<file path="config.mk">
export PLATFORM = sky130hd
export DESIGN_NAME = fetch_if_stage
export DESIGN_NICKNAME = d
export VERILOG_FILES = /design/src/design/fetch_pkg.sv /design/src/design/fetch_pc_select.sv /design/src/design/fetch_prefetch_buffer.sv /design/src/design/fetch_compressed_expander.sv /design/src/design/fetch_if_stage.sv
export SDC_FILE = /design/constraint.sdc
export NUM_CORES = 1
export LEC_CHECK = 0
export BUFFER_PORTS_ARGS = -buffer_cell sky130_fd_sc_hd__buf_4
export CORE_ASPECT_RATIO = 1.1
export CORE_MARGIN = 3
export CORE_UTILIZATION = 54
export DETAILED_ROUTE_END_ITERATION = 12
export GPL_ROUTABILITY_DRIVEN = 0
export HOLD_SLACK_MARGIN = 0.12
export PLACE_DENSITY = 0.85
export REMOVE_ABC_BUFFERS = 1
export SLEW_MARGIN = 20
export SYNTH_ARGS = -nofsm -noshare
export SYNTH_HDL_FRONTEND = slang
export SYNTH_SLANG_ARGS = --single-unit
</file>
<file path="constraint.sdc">
create_clock -name clk_i -period 6.1 [get_ports clk_i]
set_input_delay 0.305 -clock clk_i [delete_from_list [all_inputs] [get_ports clk_i]]
set_output_delay 0.305 -clock clk_i [all_outputs]
set_load 0.1 [all_outputs]
</file>
<file path="src/design/fetch_pkg.sv">
// Instruction fetch definitions
`default_nettype none

package fetch_pkg;

  //////////////////////////////////////////////////
  // widths with a meaning
  //////////////////////////////////////////////////

  // byte address on the fetch side
  typedef logic [31:0] addr_t;
  // full-length instruction word
  typedef logic [31:0] instr_t;
  // compressed half, low 16 bits of a fetched word
  typedef logic [15:0] cinstr_t;
  // interrupt cause, picks the vectored entry
  typedef logic [4:0]  irq_id_t;

  //////////////////////////////////////////////////
  // selectors and state
  //////////////////////////////////////////////////

  // source of the next fetch address
  typedef enum logic [2:0] {
    PC_BOOT = 3'd0,
    PC_JUMP = 3'd1,
    PC_EXC  = 3'd2,
    PC_ERET = 3'd3,
    PC_DRET = 3'd4
  } pc_sel_e;

  // kind of trap vector
  typedef enum logic [1:0] {
    EXC_PC_EXC     = 2'd0,
    EXC_PC_IRQ     = 2'd1,
    EXC_PC_DBD     = 2'd2,
    EXC_PC_DBG_EXC = 2'd3
  } exc_pc_sel_e;

  // memory request FSM of the prefetch buffer
  typedef enum logic [1:0] {
    PF_IDLE        = 2'd0,
    PF_WAIT_GNT    = 2'd1,
    PF_WAIT_RVALID = 2'd2
  } pf_state_e;

  //////////////////////////////////////////////////
  // bundles
  //////////////////////////////////////////////////

  // one prefetched word with the address it came from
  typedef struct packed {
    instr_t rdata;
    addr_t  addr;
  } fetch_word_t;

  // IF-ID pipeline register contents
  typedef struct packed {
    instr_t  rdata;
    cinstr_t rdata_c;
    logic    is_compressed;
    logic    illegal_c;
    addr_t   pc;
    logic    new_instr;
    logic    valid;
  } id_instr_t;

  // debug module entry points
  localparam addr_t DmHaltAddr      = 32'h1A110800;
  localparam addr_t DmExceptionAddr = 32'h1A110808;

  // low byte of the reset PC inside the 256-byte boot region
  localparam logic [7:0] BootOffset = 8'h80;

  // prefetch queue entries
  localparam int unsigned PfDepth = 2;

endpackage

`default_nettype wire

</file>
<file path="src/design/fetch_pc_select.sv">
// Next fetch address selection
`default_nettype none

module fetch_pc_select (
  input  fetch_pkg::addr_t       boot_addr_i,
  input  fetch_pkg::pc_sel_e     pc_mux_i,
  input  fetch_pkg::exc_pc_sel_e exc_pc_mux_i,
  input  fetch_pkg::irq_id_t     irq_id_i,
  input  fetch_pkg::addr_t       jump_target_i,
  input  fetch_pkg::addr_t       csr_mepc_i,
  input  fetch_pkg::addr_t       csr_depc_i,
  output fetch_pkg::addr_t       fetch_addr_o,
  output fetch_pkg::addr_t       csr_mtvec_o
);

  fetch_pkg::addr_t exc_pc;

  // trap base is the 256-byte boot region, mode field reads as vectored
  assign csr_mtvec_o = {boot_addr_i[31:8], 6'b0, 2'b01};

  // trap vector
  always_comb begin
    unique case (exc_pc_mux_i)
      fetch_pkg::EXC_PC_EXC:     exc_pc = {boot_addr_i[31:8], 8'h00};
      // one word per cause
      fetch_pkg::EXC_PC_IRQ:     exc_pc = {boot_addr_i[31:8], 1'b0, irq_id_i, 2'b00};
      fetch_pkg::EXC_PC_DBD:     exc_pc = fetch_pkg::DmHaltAddr;
      fetch_pkg::EXC_PC_DBG_EXC: exc_pc = fetch_pkg::DmExceptionAddr;
      default:                   exc_pc = {boot_addr_i[31:8], 8'h00};
    endcase
  end

  // next fetch address
  always_comb begin
    unique case (pc_mux_i)
      fetch_pkg::PC_BOOT: fetch_addr_o = {boot_addr_i[31:8], fetch_pkg::BootOffset};
      fetch_pkg::PC_JUMP: fetch_addr_o = jump_target_i;
      fetch_pkg::PC_EXC:  fetch_addr_o = exc_pc;
      // return from trap
      fetch_pkg::PC_ERET: fetch_addr_o = csr_mepc_i;
      // return from debug mode
      fetch_pkg::PC_DRET: fetch_addr_o = csr_depc_i;
      default:            fetch_addr_o = jump_target_i;
    endcase
  end

endmodule

`default_nettype wire

</file>
<file path="src/design/fetch_prefetch_buffer.sv">
// Instruction prefetch buffer
`default_nettype none

module fetch_prefetch_buffer (
  input  logic                   clk_i,
  input  logic                   rst_ni,
  input  logic                   req_i,
  input  logic                   branch_i,
  input  fetch_pkg::addr_t       branch_addr_i,
  input  logic                   ready_i,
  output logic                   valid_o,
  output fetch_pkg::fetch_word_t word_o,
  output logic                   instr_req_o,
  output fetch_pkg::addr_t       instr_addr_o,
  input  logic                   instr_gnt_i,
  input  logic                   instr_rvalid_i,
  input  fetch_pkg::instr_t      instr_rdata_i,
  output logic                   busy_o
);

  fetch_pkg::pf_state_e state_q, state_d;

  // next sequential word to request
  fetch_pkg::addr_t fetch_addr_q;
  // address held on the bus while waiting for grant
  fetch_pkg::addr_t req_addr_q;
  // address of the access in flight
  fetch_pkg::addr_t rsp_addr_q;

  // drop the next response, it belongs to a flushed stream
  logic discard_q, discard_d;

  logic issue_slot, issue, room, push, pop;

  fetch_pkg::fetch_word_t queue_q [fetch_pkg::PfDepth];
  logic [$clog2(fetch_pkg::PfDepth)-1:0] wr_ptr_q, rd_ptr_q;
  logic [$clog2(fetch_pkg::PfDepth):0]   cnt_q, cnt_d;

  //////////////////////////////////////////////////
  // queue occupancy
  //////////////////////////////////////////////////

  assign valid_o = (cnt_q != '0);
  assign word_o  = queue_q[rd_ptr_q];

  assign push = (state_q == fetch_pkg::PF_WAIT_RVALID) & instr_rvalid_i & ~discard_q & ~branch_i;
  assign pop  = ready_i & valid_o & ~branch_i;

  // count after this cycle, a branch empties the queue
  always_comb begin
    cnt_d = cnt_q;
    if (branch_i) begin
      cnt_d = '0;
    end else if (push && !pop) begin
      cnt_d = cnt_q + 1'b1;
    end else if (pop && !push) begin
      cnt_d = cnt_q - 1'b1;
    end
  end

  //////////////////////////////////////////////////
  // memory request FSM
  //////////////////////////////////////////////////

  // a new access may start when nothing is outstanding after this cycle
  assign issue_slot = (state_q == fetch_pkg::PF_IDLE) |
                      ((state_q == fetch_pkg::PF_WAIT_RVALID) & instr_rvalid_i);
  // the returning word always needs a free slot
  assign room  = (cnt_d < fetch_pkg::PfDepth);
  assign issue = req_i & ~branch_i & issue_slot & room;

  // request stays up with a stable address until granted
  assign instr_req_o  = (state_q == fetch_pkg::PF_WAIT_GNT) | issue;
  assign instr_addr_o = (state_q == fetch_pkg::PF_WAIT_GNT) ? req_addr_q : fetch_addr_q;
  assign busy_o       = (state_q != fetch_pkg::PF_IDLE) | instr_req_o;

  always_comb begin
    state_d = state_q;
    unique case (state_q)
      fetch_pkg::PF_WAIT_GNT: begin
        if (instr_gnt_i) begin
          state_d = fetch_pkg::PF_WAIT_RVALID;
        end
      end
      fetch_pkg::PF_IDLE,
      fetch_pkg::PF_WAIT_RVALID: begin
        if (issue) begin
          state_d = instr_gnt_i ? fetch_pkg::PF_WAIT_RVALID : fetch_pkg::PF_WAIT_GNT;
        end else if (issue_slot) begin
          state_d = fetch_pkg::PF_IDLE;
        end
      end
      default: state_d = fetch_pkg::PF_IDLE;
    endcase
  end

  // a branch with an access pending or in flight marks its response stale
  always_comb begin
    discard_d = discard_q;
    if ((state_q == fetch_pkg::PF_WAIT_RVALID) && instr_rvalid_i) begin
      discard_d = 1'b0;
    end
    if (branch_i && ((state_q == fetch_pkg::PF_WAIT_GNT) ||
        ((state_q == fetch_pkg::PF_WAIT_RVALID) && !instr_rvalid_i))) begin
      discard_d = 1'b1;
    end
  end

  always_ff @(posedge clk_i or negedge rst_ni) begin
    if (!rst_ni) begin
      state_q      <= fetch_pkg::PF_IDLE;
      discard_q    <= 1'b0;
      fetch_addr_q <= '0;
      cnt_q        <= '0;
      wr_ptr_q     <= '0;
      rd_ptr_q     <= '0;
    end else begin
      state_q   <= state_d;
      discard_q <= discard_d;
      cnt_q     <= cnt_d;
      // word aligned restart on a branch
      if (branch_i) begin
        fetch_addr_q <= {branch_addr_i[31:2], 2'b00};
      end else if (instr_req_o && instr_gnt_i &&
                   !((state_q == fetch_pkg::PF_WAIT_GNT) && discard_q)) begin
        fetch_addr_q <= instr_addr_o + 32'd4;
      end
      if (branch_i) begin
        wr_ptr_q <= '0;
        rd_ptr_q <= '0;
      end else begin
        if (push) wr_ptr_q <= wr_ptr_q + 1'b1;
        if (pop)  rd_ptr_q <= rd_ptr_q + 1'b1;
      end
    end
  end

  // addresses and queued words
  always_ff @(posedge clk_i) begin
    if (issue && !instr_gnt_i) begin
      req_addr_q <= fetch_addr_q;
    end
    if (instr_req_o && instr_gnt_i) begin
      rsp_addr_q <= instr_addr_o;
    end
    if (push) begin
      queue_q[wr_ptr_q] <= '{rdata: instr_rdata_i, addr: rsp_addr_q};
    end
  end

endmodule

`default_nettype wire

</file>
<file path="src/design/fetch_compressed_expander.sv">
// Compressed instruction expander
`default_nettype none

module fetch_compressed_expander (
  input  fetch_pkg::instr_t instr_i,
  output fetch_pkg::instr_t instr_o,
  output logic              is_compressed_o,
  output logic              illegal_o
);

  fetch_pkg::cinstr_t c;

  // only the low half matters for a compressed word
  assign c = instr_i[15:0];

  // low bits 11 mark a full-length word
  assign is_compressed_o = (instr_i[1:0] != 2'b11);

  always_comb begin
    instr_o   = '0;
    illegal_o = 1'b0;

    if (!is_compressed_o) begin
      instr_o = instr_i;
    end else begin
      // anything not matched below stays zero and illegal
      illegal_o = 1'b1;
      unique case ({c[1:0], c[15:13]})
        // c.addi -> addi rd, rd, imm
        5'b01_000: begin
          instr_o   = {{6{c[12]}}, c[12], c[6:2], c[11:7], 3'b000, c[11:7], 7'b0010011};
          illegal_o = 1'b0;
        end
        // c.li -> addi rd, x0, imm
        5'b01_010: begin
          instr_o   = {{6{c[12]}}, c[12], c[6:2], 5'd0, 3'b000, c[11:7], 7'b0010011};
          illegal_o = 1'b0;
        end
        // c.j -> jal x0, offset
        5'b01_101: begin
          instr_o   = {c[12], c[8], c[10:9], c[6], c[7], c[2], c[11], c[5:3],
                       c[12], {8{c[12]}}, 5'd0, 7'b1101111};
          illegal_o = 1'b0;
        end
        // c.lwsp -> lw rd, offset(x2)
        5'b10_010: begin
          // rd of zero is reserved
          if (c[11:7] != 5'd0) begin
            instr_o   = {4'b0, c[3:2], c[12], c[6:4], 2'b00, 5'd2, 3'b010, c[11:7],
                         7'b0000011};
            illegal_o = 1'b0;
          end
        end
        // c.mv and c.add, rs2 of zero would be the jump forms
        5'b10_100: begin
          if (c[6:2] != 5'd0) begin
            if (c[12]) begin
              instr_o = {7'b0, c[6:2], c[11:7], 3'b000, c[11:7], 7'b0110011};
            end else begin
              instr_o = {7'b0, c[6:2], 5'd0, 3'b000, c[11:7], 7'b0110011};
            end
            illegal_o = 1'b0;
          end
        end
        default: begin
          instr_o = '0;
        end
      endcase
    end
  end

endmodule

`default_nettype wire

</file>
<file path="src/design/fetch_if_stage.sv">
// Instruction fetch stage top
`default_nettype none

module fetch_if_stage (
  input  logic                   clk_i,
  input  logic                   rst_ni,
  input  fetch_pkg::addr_t       boot_addr_i,
  input  logic                   req_i,
  input  logic                   pc_set_i,
  input  fetch_pkg::pc_sel_e     pc_mux_i,
  input  fetch_pkg::exc_pc_sel_e exc_pc_mux_i,
  input  fetch_pkg::irq_id_t     irq_id_i,
  input  fetch_pkg::addr_t       jump_target_i,
  input  fetch_pkg::addr_t       csr_mepc_i,
  input  fetch_pkg::addr_t       csr_depc_i,
  // instruction memory
  output logic                   instr_req_o,
  output fetch_pkg::addr_t       instr_addr_o,
  input  logic                   instr_gnt_i,
  input  logic                   instr_rvalid_i,
  input  fetch_pkg::instr_t      instr_rdata_i,
  // decode side
  input  logic                   id_in_ready_i,
  input  logic                   instr_valid_clear_i,
  output logic                   if_id_we_o,
  output fetch_pkg::id_instr_t   id_instr_o,
  // status
  output fetch_pkg::addr_t       pc_if_o,
  output fetch_pkg::addr_t       csr_mtvec_o,
  output logic                   if_busy_o,
  output logic                   perf_imiss_o
);

  fetch_pkg::addr_t       fetch_addr_n;
  fetch_pkg::fetch_word_t fetch_word;
  fetch_pkg::instr_t      instr_expanded;
  logic                   fetch_valid, branch_req, init_q;
  logic                   is_compressed, illegal_c;

  // IF-ID register, flags and payload
  logic                   id_valid_q, id_new_q, id_is_c_q, id_illegal_q;
  fetch_pkg::instr_t      id_rdata_q;
  fetch_pkg::cinstr_t     id_rdata_c_q;
  fetch_pkg::addr_t       id_pc_q;

  fetch_pc_select i_fetch_pc_select (
    .boot_addr_i  (boot_addr_i),
    .pc_mux_i     (pc_mux_i),
    .exc_pc_mux_i (exc_pc_mux_i),
    .irq_id_i     (irq_id_i),
    .jump_target_i(jump_target_i),
    .csr_mepc_i   (csr_mepc_i),
    .csr_depc_i   (csr_depc_i),
    .fetch_addr_o (fetch_addr_n),
    .csr_mtvec_o  (csr_mtvec_o)
  );

  //////////////////////////////////////////////////
  // branch control
  //////////////////////////////////////////////////

  // first request after reset or any pc_set_i restarts the stream
  assign branch_req = (init_q & req_i) | pc_set_i;
  // a word moves to decode only when no redirect is under way
  assign if_id_we_o = fetch_valid & ~branch_req & req_i & id_in_ready_i;

  assign pc_if_o      = fetch_word.addr;
  assign perf_imiss_o = ~fetch_valid | branch_req;

  always_ff @(posedge clk_i or negedge rst_ni) begin
    if (!rst_ni) begin
      init_q <= 1'b1;
    end else if (branch_req) begin
      init_q <= 1'b0;
    end
  end

  fetch_prefetch_buffer i_fetch_prefetch_buffer (
    .clk_i         (clk_i),
    .rst_ni        (rst_ni),
    .req_i         (req_i),
    .branch_i      (branch_req),
    .branch_addr_i ({fetch_addr_n[31:1], 1'b0}),
    .ready_i       (if_id_we_o),
    .valid_o       (fetch_valid),
    .word_o        (fetch_word),
    .instr_req_o   (instr_req_o),
    .instr_addr_o  (instr_addr_o),
    .instr_gnt_i   (instr_gnt_i),
    .instr_rvalid_i(instr_rvalid_i),
    .instr_rdata_i (instr_rdata_i),
    .busy_o        (if_busy_o)
  );

  fetch_compressed_expander i_fetch_compressed_expander (
    .instr_i        (fetch_word.rdata),
    .instr_o        (instr_expanded),
    .is_compressed_o(is_compressed),
    .illegal_o      (illegal_c)
  );

  //////////////////////////////////////////////////
  // IF-ID pipeline register
  //////////////////////////////////////////////////

  // new pulses after a write, valid holds until cleared
  always_ff @(posedge clk_i or negedge rst_ni) begin
    if (!rst_ni) begin
      id_new_q   <= 1'b0;
      id_valid_q <= 1'b0;
    end else begin
      id_new_q <= if_id_we_o;
      if (if_id_we_o) begin
        id_valid_q <= 1'b1;
      end else if (instr_valid_clear_i) begin
        id_valid_q <= 1'b0;
      end
    end
  end

  // frozen while decode stalls
  always_ff @(posedge clk_i) begin
    if (if_id_we_o) begin
      id_rdata_q   <= instr_expanded;
      id_rdata_c_q <= fetch_word.rdata[15:0];
      id_is_c_q    <= is_compressed;
      id_illegal_q <= illegal_c;
      id_pc_q      <= fetch_word.addr;
    end
  end

  assign id_instr_o = '{rdata:         id_rdata_q,
                        rdata_c:       id_rdata_c_q,
                        is_compressed: id_is_c_q,
                        illegal_c:     id_illegal_q,
                        pc:            id_pc_q,
                        new_instr:     id_new_q,
                        valid:         id_valid_q};

endmodule

`default_nettype wire

</file>
==> out/qor.csv <==
stage,metric,value,unit
status,status,completed,
clocking,clock root buffer,clkbuf_16,
worst_setup_path,R2R Setup Slk,2770,ps
synthesis,Post-Syn Instances,1070,
worst_setup_path,CP Data Arrival Time,3090,ps
final_layout,"commonest non-fill, non-tap cell in the layout",buf_4,
power,P_leak,6.98,nW
final_layout,Area Growth Syn to Fin,26.6,%
min_path,Worst Hold Path Cells,3,
synthesis,number of synthesized register bits,316,
final_layout,most frequent cells in the layout,"buf_4 (350), edfxtp_1 (274), nand2_1 (124)",
timing,Slew HR,30.4,%
floorplan,Die Y,177,um
timing,Setup-failing EPs final,0,
synthesis,top post-synthesis cells by area,"edfxtp_1 (57%), dfrtp_1 (7.2%), buf_4 (3.6%)",
min_path,Hold EP,i_fetch_prefetch_buffer.fetch_addr_q[23],
final_layout,number of nets in the layout,1561,
synthesis,area fraction of the dominant cell type after synthesis,57.5,%
clocking,post-CTS sizing,0,
clocking,H-tree depth,1,
synthesis,number of library cell types mapped by synthesis,82,
routing,vias,10100,
routing,Final ANT Viol Nets,0,
floorplan,Die Area,0.0285,mm2
clocking,Post-CTS Setup Inserts,0,
routing,per-cell routed wire length,20.7,um
worst_setup_path,WP data required,5790,ps
worst_setup_path,Worst R2R Path Depth,8,
place,DP HPWL,25800,um
clocking,"Hold-fix buffers, CTS",46,
grt,Overflow after GRT,0,
floorplan,Die Wd,161,um
worst_setup_path,type of origin of the critical path,register,
timing,final hold vios,0,
min_path,min-delay src,jump_target_i[23],
min_path,min-delay worst type,in2reg,
synthesis,synth warn,0,
grt,initial antenna violation count,3,
place,# port buffers,339,
timing,Slew @ Worst Pin,1040,ps
synthesis,Synth Area per Inst,13.4,um2
power,power per cell area,369,mW/mm2
timing,unrepaired setup endpoints after global routing,false,
worst_setup_path,CP Capture Type,output pin,
clocking,CTS Sinks,316,
synthesis,ys flop type,edfxtp_1,
place,Inst Count DP,1650,
routing,# DRC,0,
timing,fmax,0.295,GHz
floorplan,I/O Pins,362,
synthesis,Async SR Flop Fraction,13.3,%
routing,TritonRoute pass-1 iters,8,
timing,total negative setup slack,0,ps
timing,Final Skew,18.2,ps
floorplan,Rows,61,
routing,vias per inst,5.76,
grt,Total Routing Usage GR,24.6,%
grt,number of global-route vias before repair,10300,
timing,Slew Limit Fails,0,
worst_setup_path,Worst R2R End,i_fetch_prefetch_buffer.fetch_addr_q[2],
final_layout,proportion of layout cells with a drive suffix above 1,33.4,%
worst_setup_path,reg-to-reg startpoint,i_fetch_prefetch_buffer.state_q[0],
clocking,clock-pin slew on the worst setup and hold paths,70,ps
clocking,Worst-Skew Late Latency,540,ps
worst_setup_path,Crit Path Category,reg2out,
synthesis,number of synthesized flops with an enable pin,274,
grt,first-pass GRT wire length,55200,um
clocking,total CTS buffers,29,
synthesis,Post-Syn Area,0.0143,mm2
worst_setup_path,Crit Path Max Fanout,45,
grt,largest net degree at the start of global routing,65,
job,max_cap viols,0,
clocking,CTS tree,yes,
timing,fin crit share,55.6,%
timing,post-layout minimum cycle time,3390,ps
routing,Routed Wire Length,36300,um
floorplan,core box area,0.0257,mm2
final_layout,Finished Layout Cells,1752,
synthesis,post-synth top area cell,edfxtp_1,
floorplan,starting density of the core,55.7,%
synthesis,register area share after synthesis,64.8,%
routing,DRT iter0 DRCs,896,
clocking,clock buffer depth,3,
power,Worst VDD drop,196,uV
==> cells in the mapped netlist, drive strengths merged (7+ instances only) <==
cell type,number
a211oi,10
a21oi,37
a221oi,14
a222oi,14
a22o,38
a22oi,14
a31oi,7
and3,8
buf,87
clkbuf,35
dfrtp,41
edfxtp,274
inv,30
mux2,40
mux2i,51
nand2,125
nand2b,7
nand3,14
nor2,48
nor3,26
o21ai,25
o221ai,10
xnor2,21
==> worst max-delay path, cell delays in order, from the launching register on <==
cell and delay [ps]:
dfstp_2 380, or3b_1 470, or2_2 370, clkinv_2 580
buf_4 350, buf_4 320
==> worst max path at each step <==
stage | cells past startpoint | end | slack [ps] | start
after floorplan | 7 | i_fetch_prefetch_buffer.rsp_addr_q[0] | 1650 | i_fetch_prefetch_buffer.state_q[0]
after global placement | 7 | i_fetch_prefetch_buffer.fetch_addr_q[30] | 2920 | i_fetch_prefetch_buffer.state_q[1]
after detailed placement | 7 | i_fetch_prefetch_buffer.fetch_addr_q[30] | 2820 | i_fetch_prefetch_buffer.state_q[1]
after CTS | 5 | if_id_we_o | 2670 | init_q
after global routing | 8 | i_fetch_prefetch_buffer.fetch_addr_q[2] | 2540 | i_fetch_prefetch_buffer.state_q[0]
final | 5 | if_id_we_o | 2710 | init_q
==> metal layers <==
metal | share of wire [%] | track usage [%] | up-vias
li1 | - | - | 4599
met1 | 36 | 28.1 | 4879
met2 | 53 | 46.2 | 523
met3 | 7.3 | 3.60 | 82
met4 | 4.1 | 10.1 | 0
met5 | 0 | 0 | -
==> registers in the layout (all words and copies together) (netlist names), 2 cells and up <==
signal,flops
id_rdata_q,32
i_fetch_prefetch_buffer.req_addr_q,32
id_rdata_c_q,16
i_fetch_prefetch_buffer.rsp_addr_q,32
id_pc_q,32
i_fetch_prefetch_buffer.cnt_q,2
i_fetch_prefetch_buffer.state_q,2
i_fetch_prefetch_buffer.fetch_addr_q,32
i_fetch_prefetch_buffer.queue_q,128
==> area by class of cell <==
type | instances | area, um2
Tap cell | 346 | 433
Sequential cell | 316 | 9280
Clock inverter | 15 | 200
Multi-Input combinational cell | 608 | 4210
Fill cell | 1740 | 7600
Antenna cell | 3 | 7.51
Clock buffer | 38 | 790
Inverter | 30 | 114
Timing Repair Buffer | 396 | 3090
==> per-stage QoR <==
| step | setup slack [ps] | cell area [um2] | utilization [%] | hold slack, ps | power, mW |
|---|---|---|---|---|---|
| 3_3_place_gp | 2920 | 16700 | 64.8 | 339 | 4.79 |
| 2_1_floorplan | 1650 | 13600 | - | 9.41 | 4.22 |
| 3_5_place_dp | 2820 | 16700 | 64.8 | 345 | 4.84 |
| 6_report | 2710 | 18100 | 70.5 | 169 | 6.70 |
| 4_1_cts | 2670 | 18100 | 70.4 | 147 | 6.72 |
| 5_1_grt | 2540 | 18100 | 70.5 | 146 | 6.93 |
==> cell families after synthesis <==
family | count (synthesis) | share of synthesized area (%)
flops | 316 | 64.8
buf+inv | 152 | 6.07
xor+xnor | 27 | 1.65
simple gates | 269 | 9.09
other cells | 2 | 0.0525
compound gates | 211 | 11.3
fa+ha+maj | 2 | 0.175
mux | 91 | 6.85
==> report_power, final <==
part	total, mW	switching [mW]	leakage [nW]	internal [mW]
clock network	1.86	0.744	0.479	1.12
logic	2.13	1.60	3.51	0.531
registers	2.70	0.110	2.99	2.59
(Power assumes the default switching activity.)
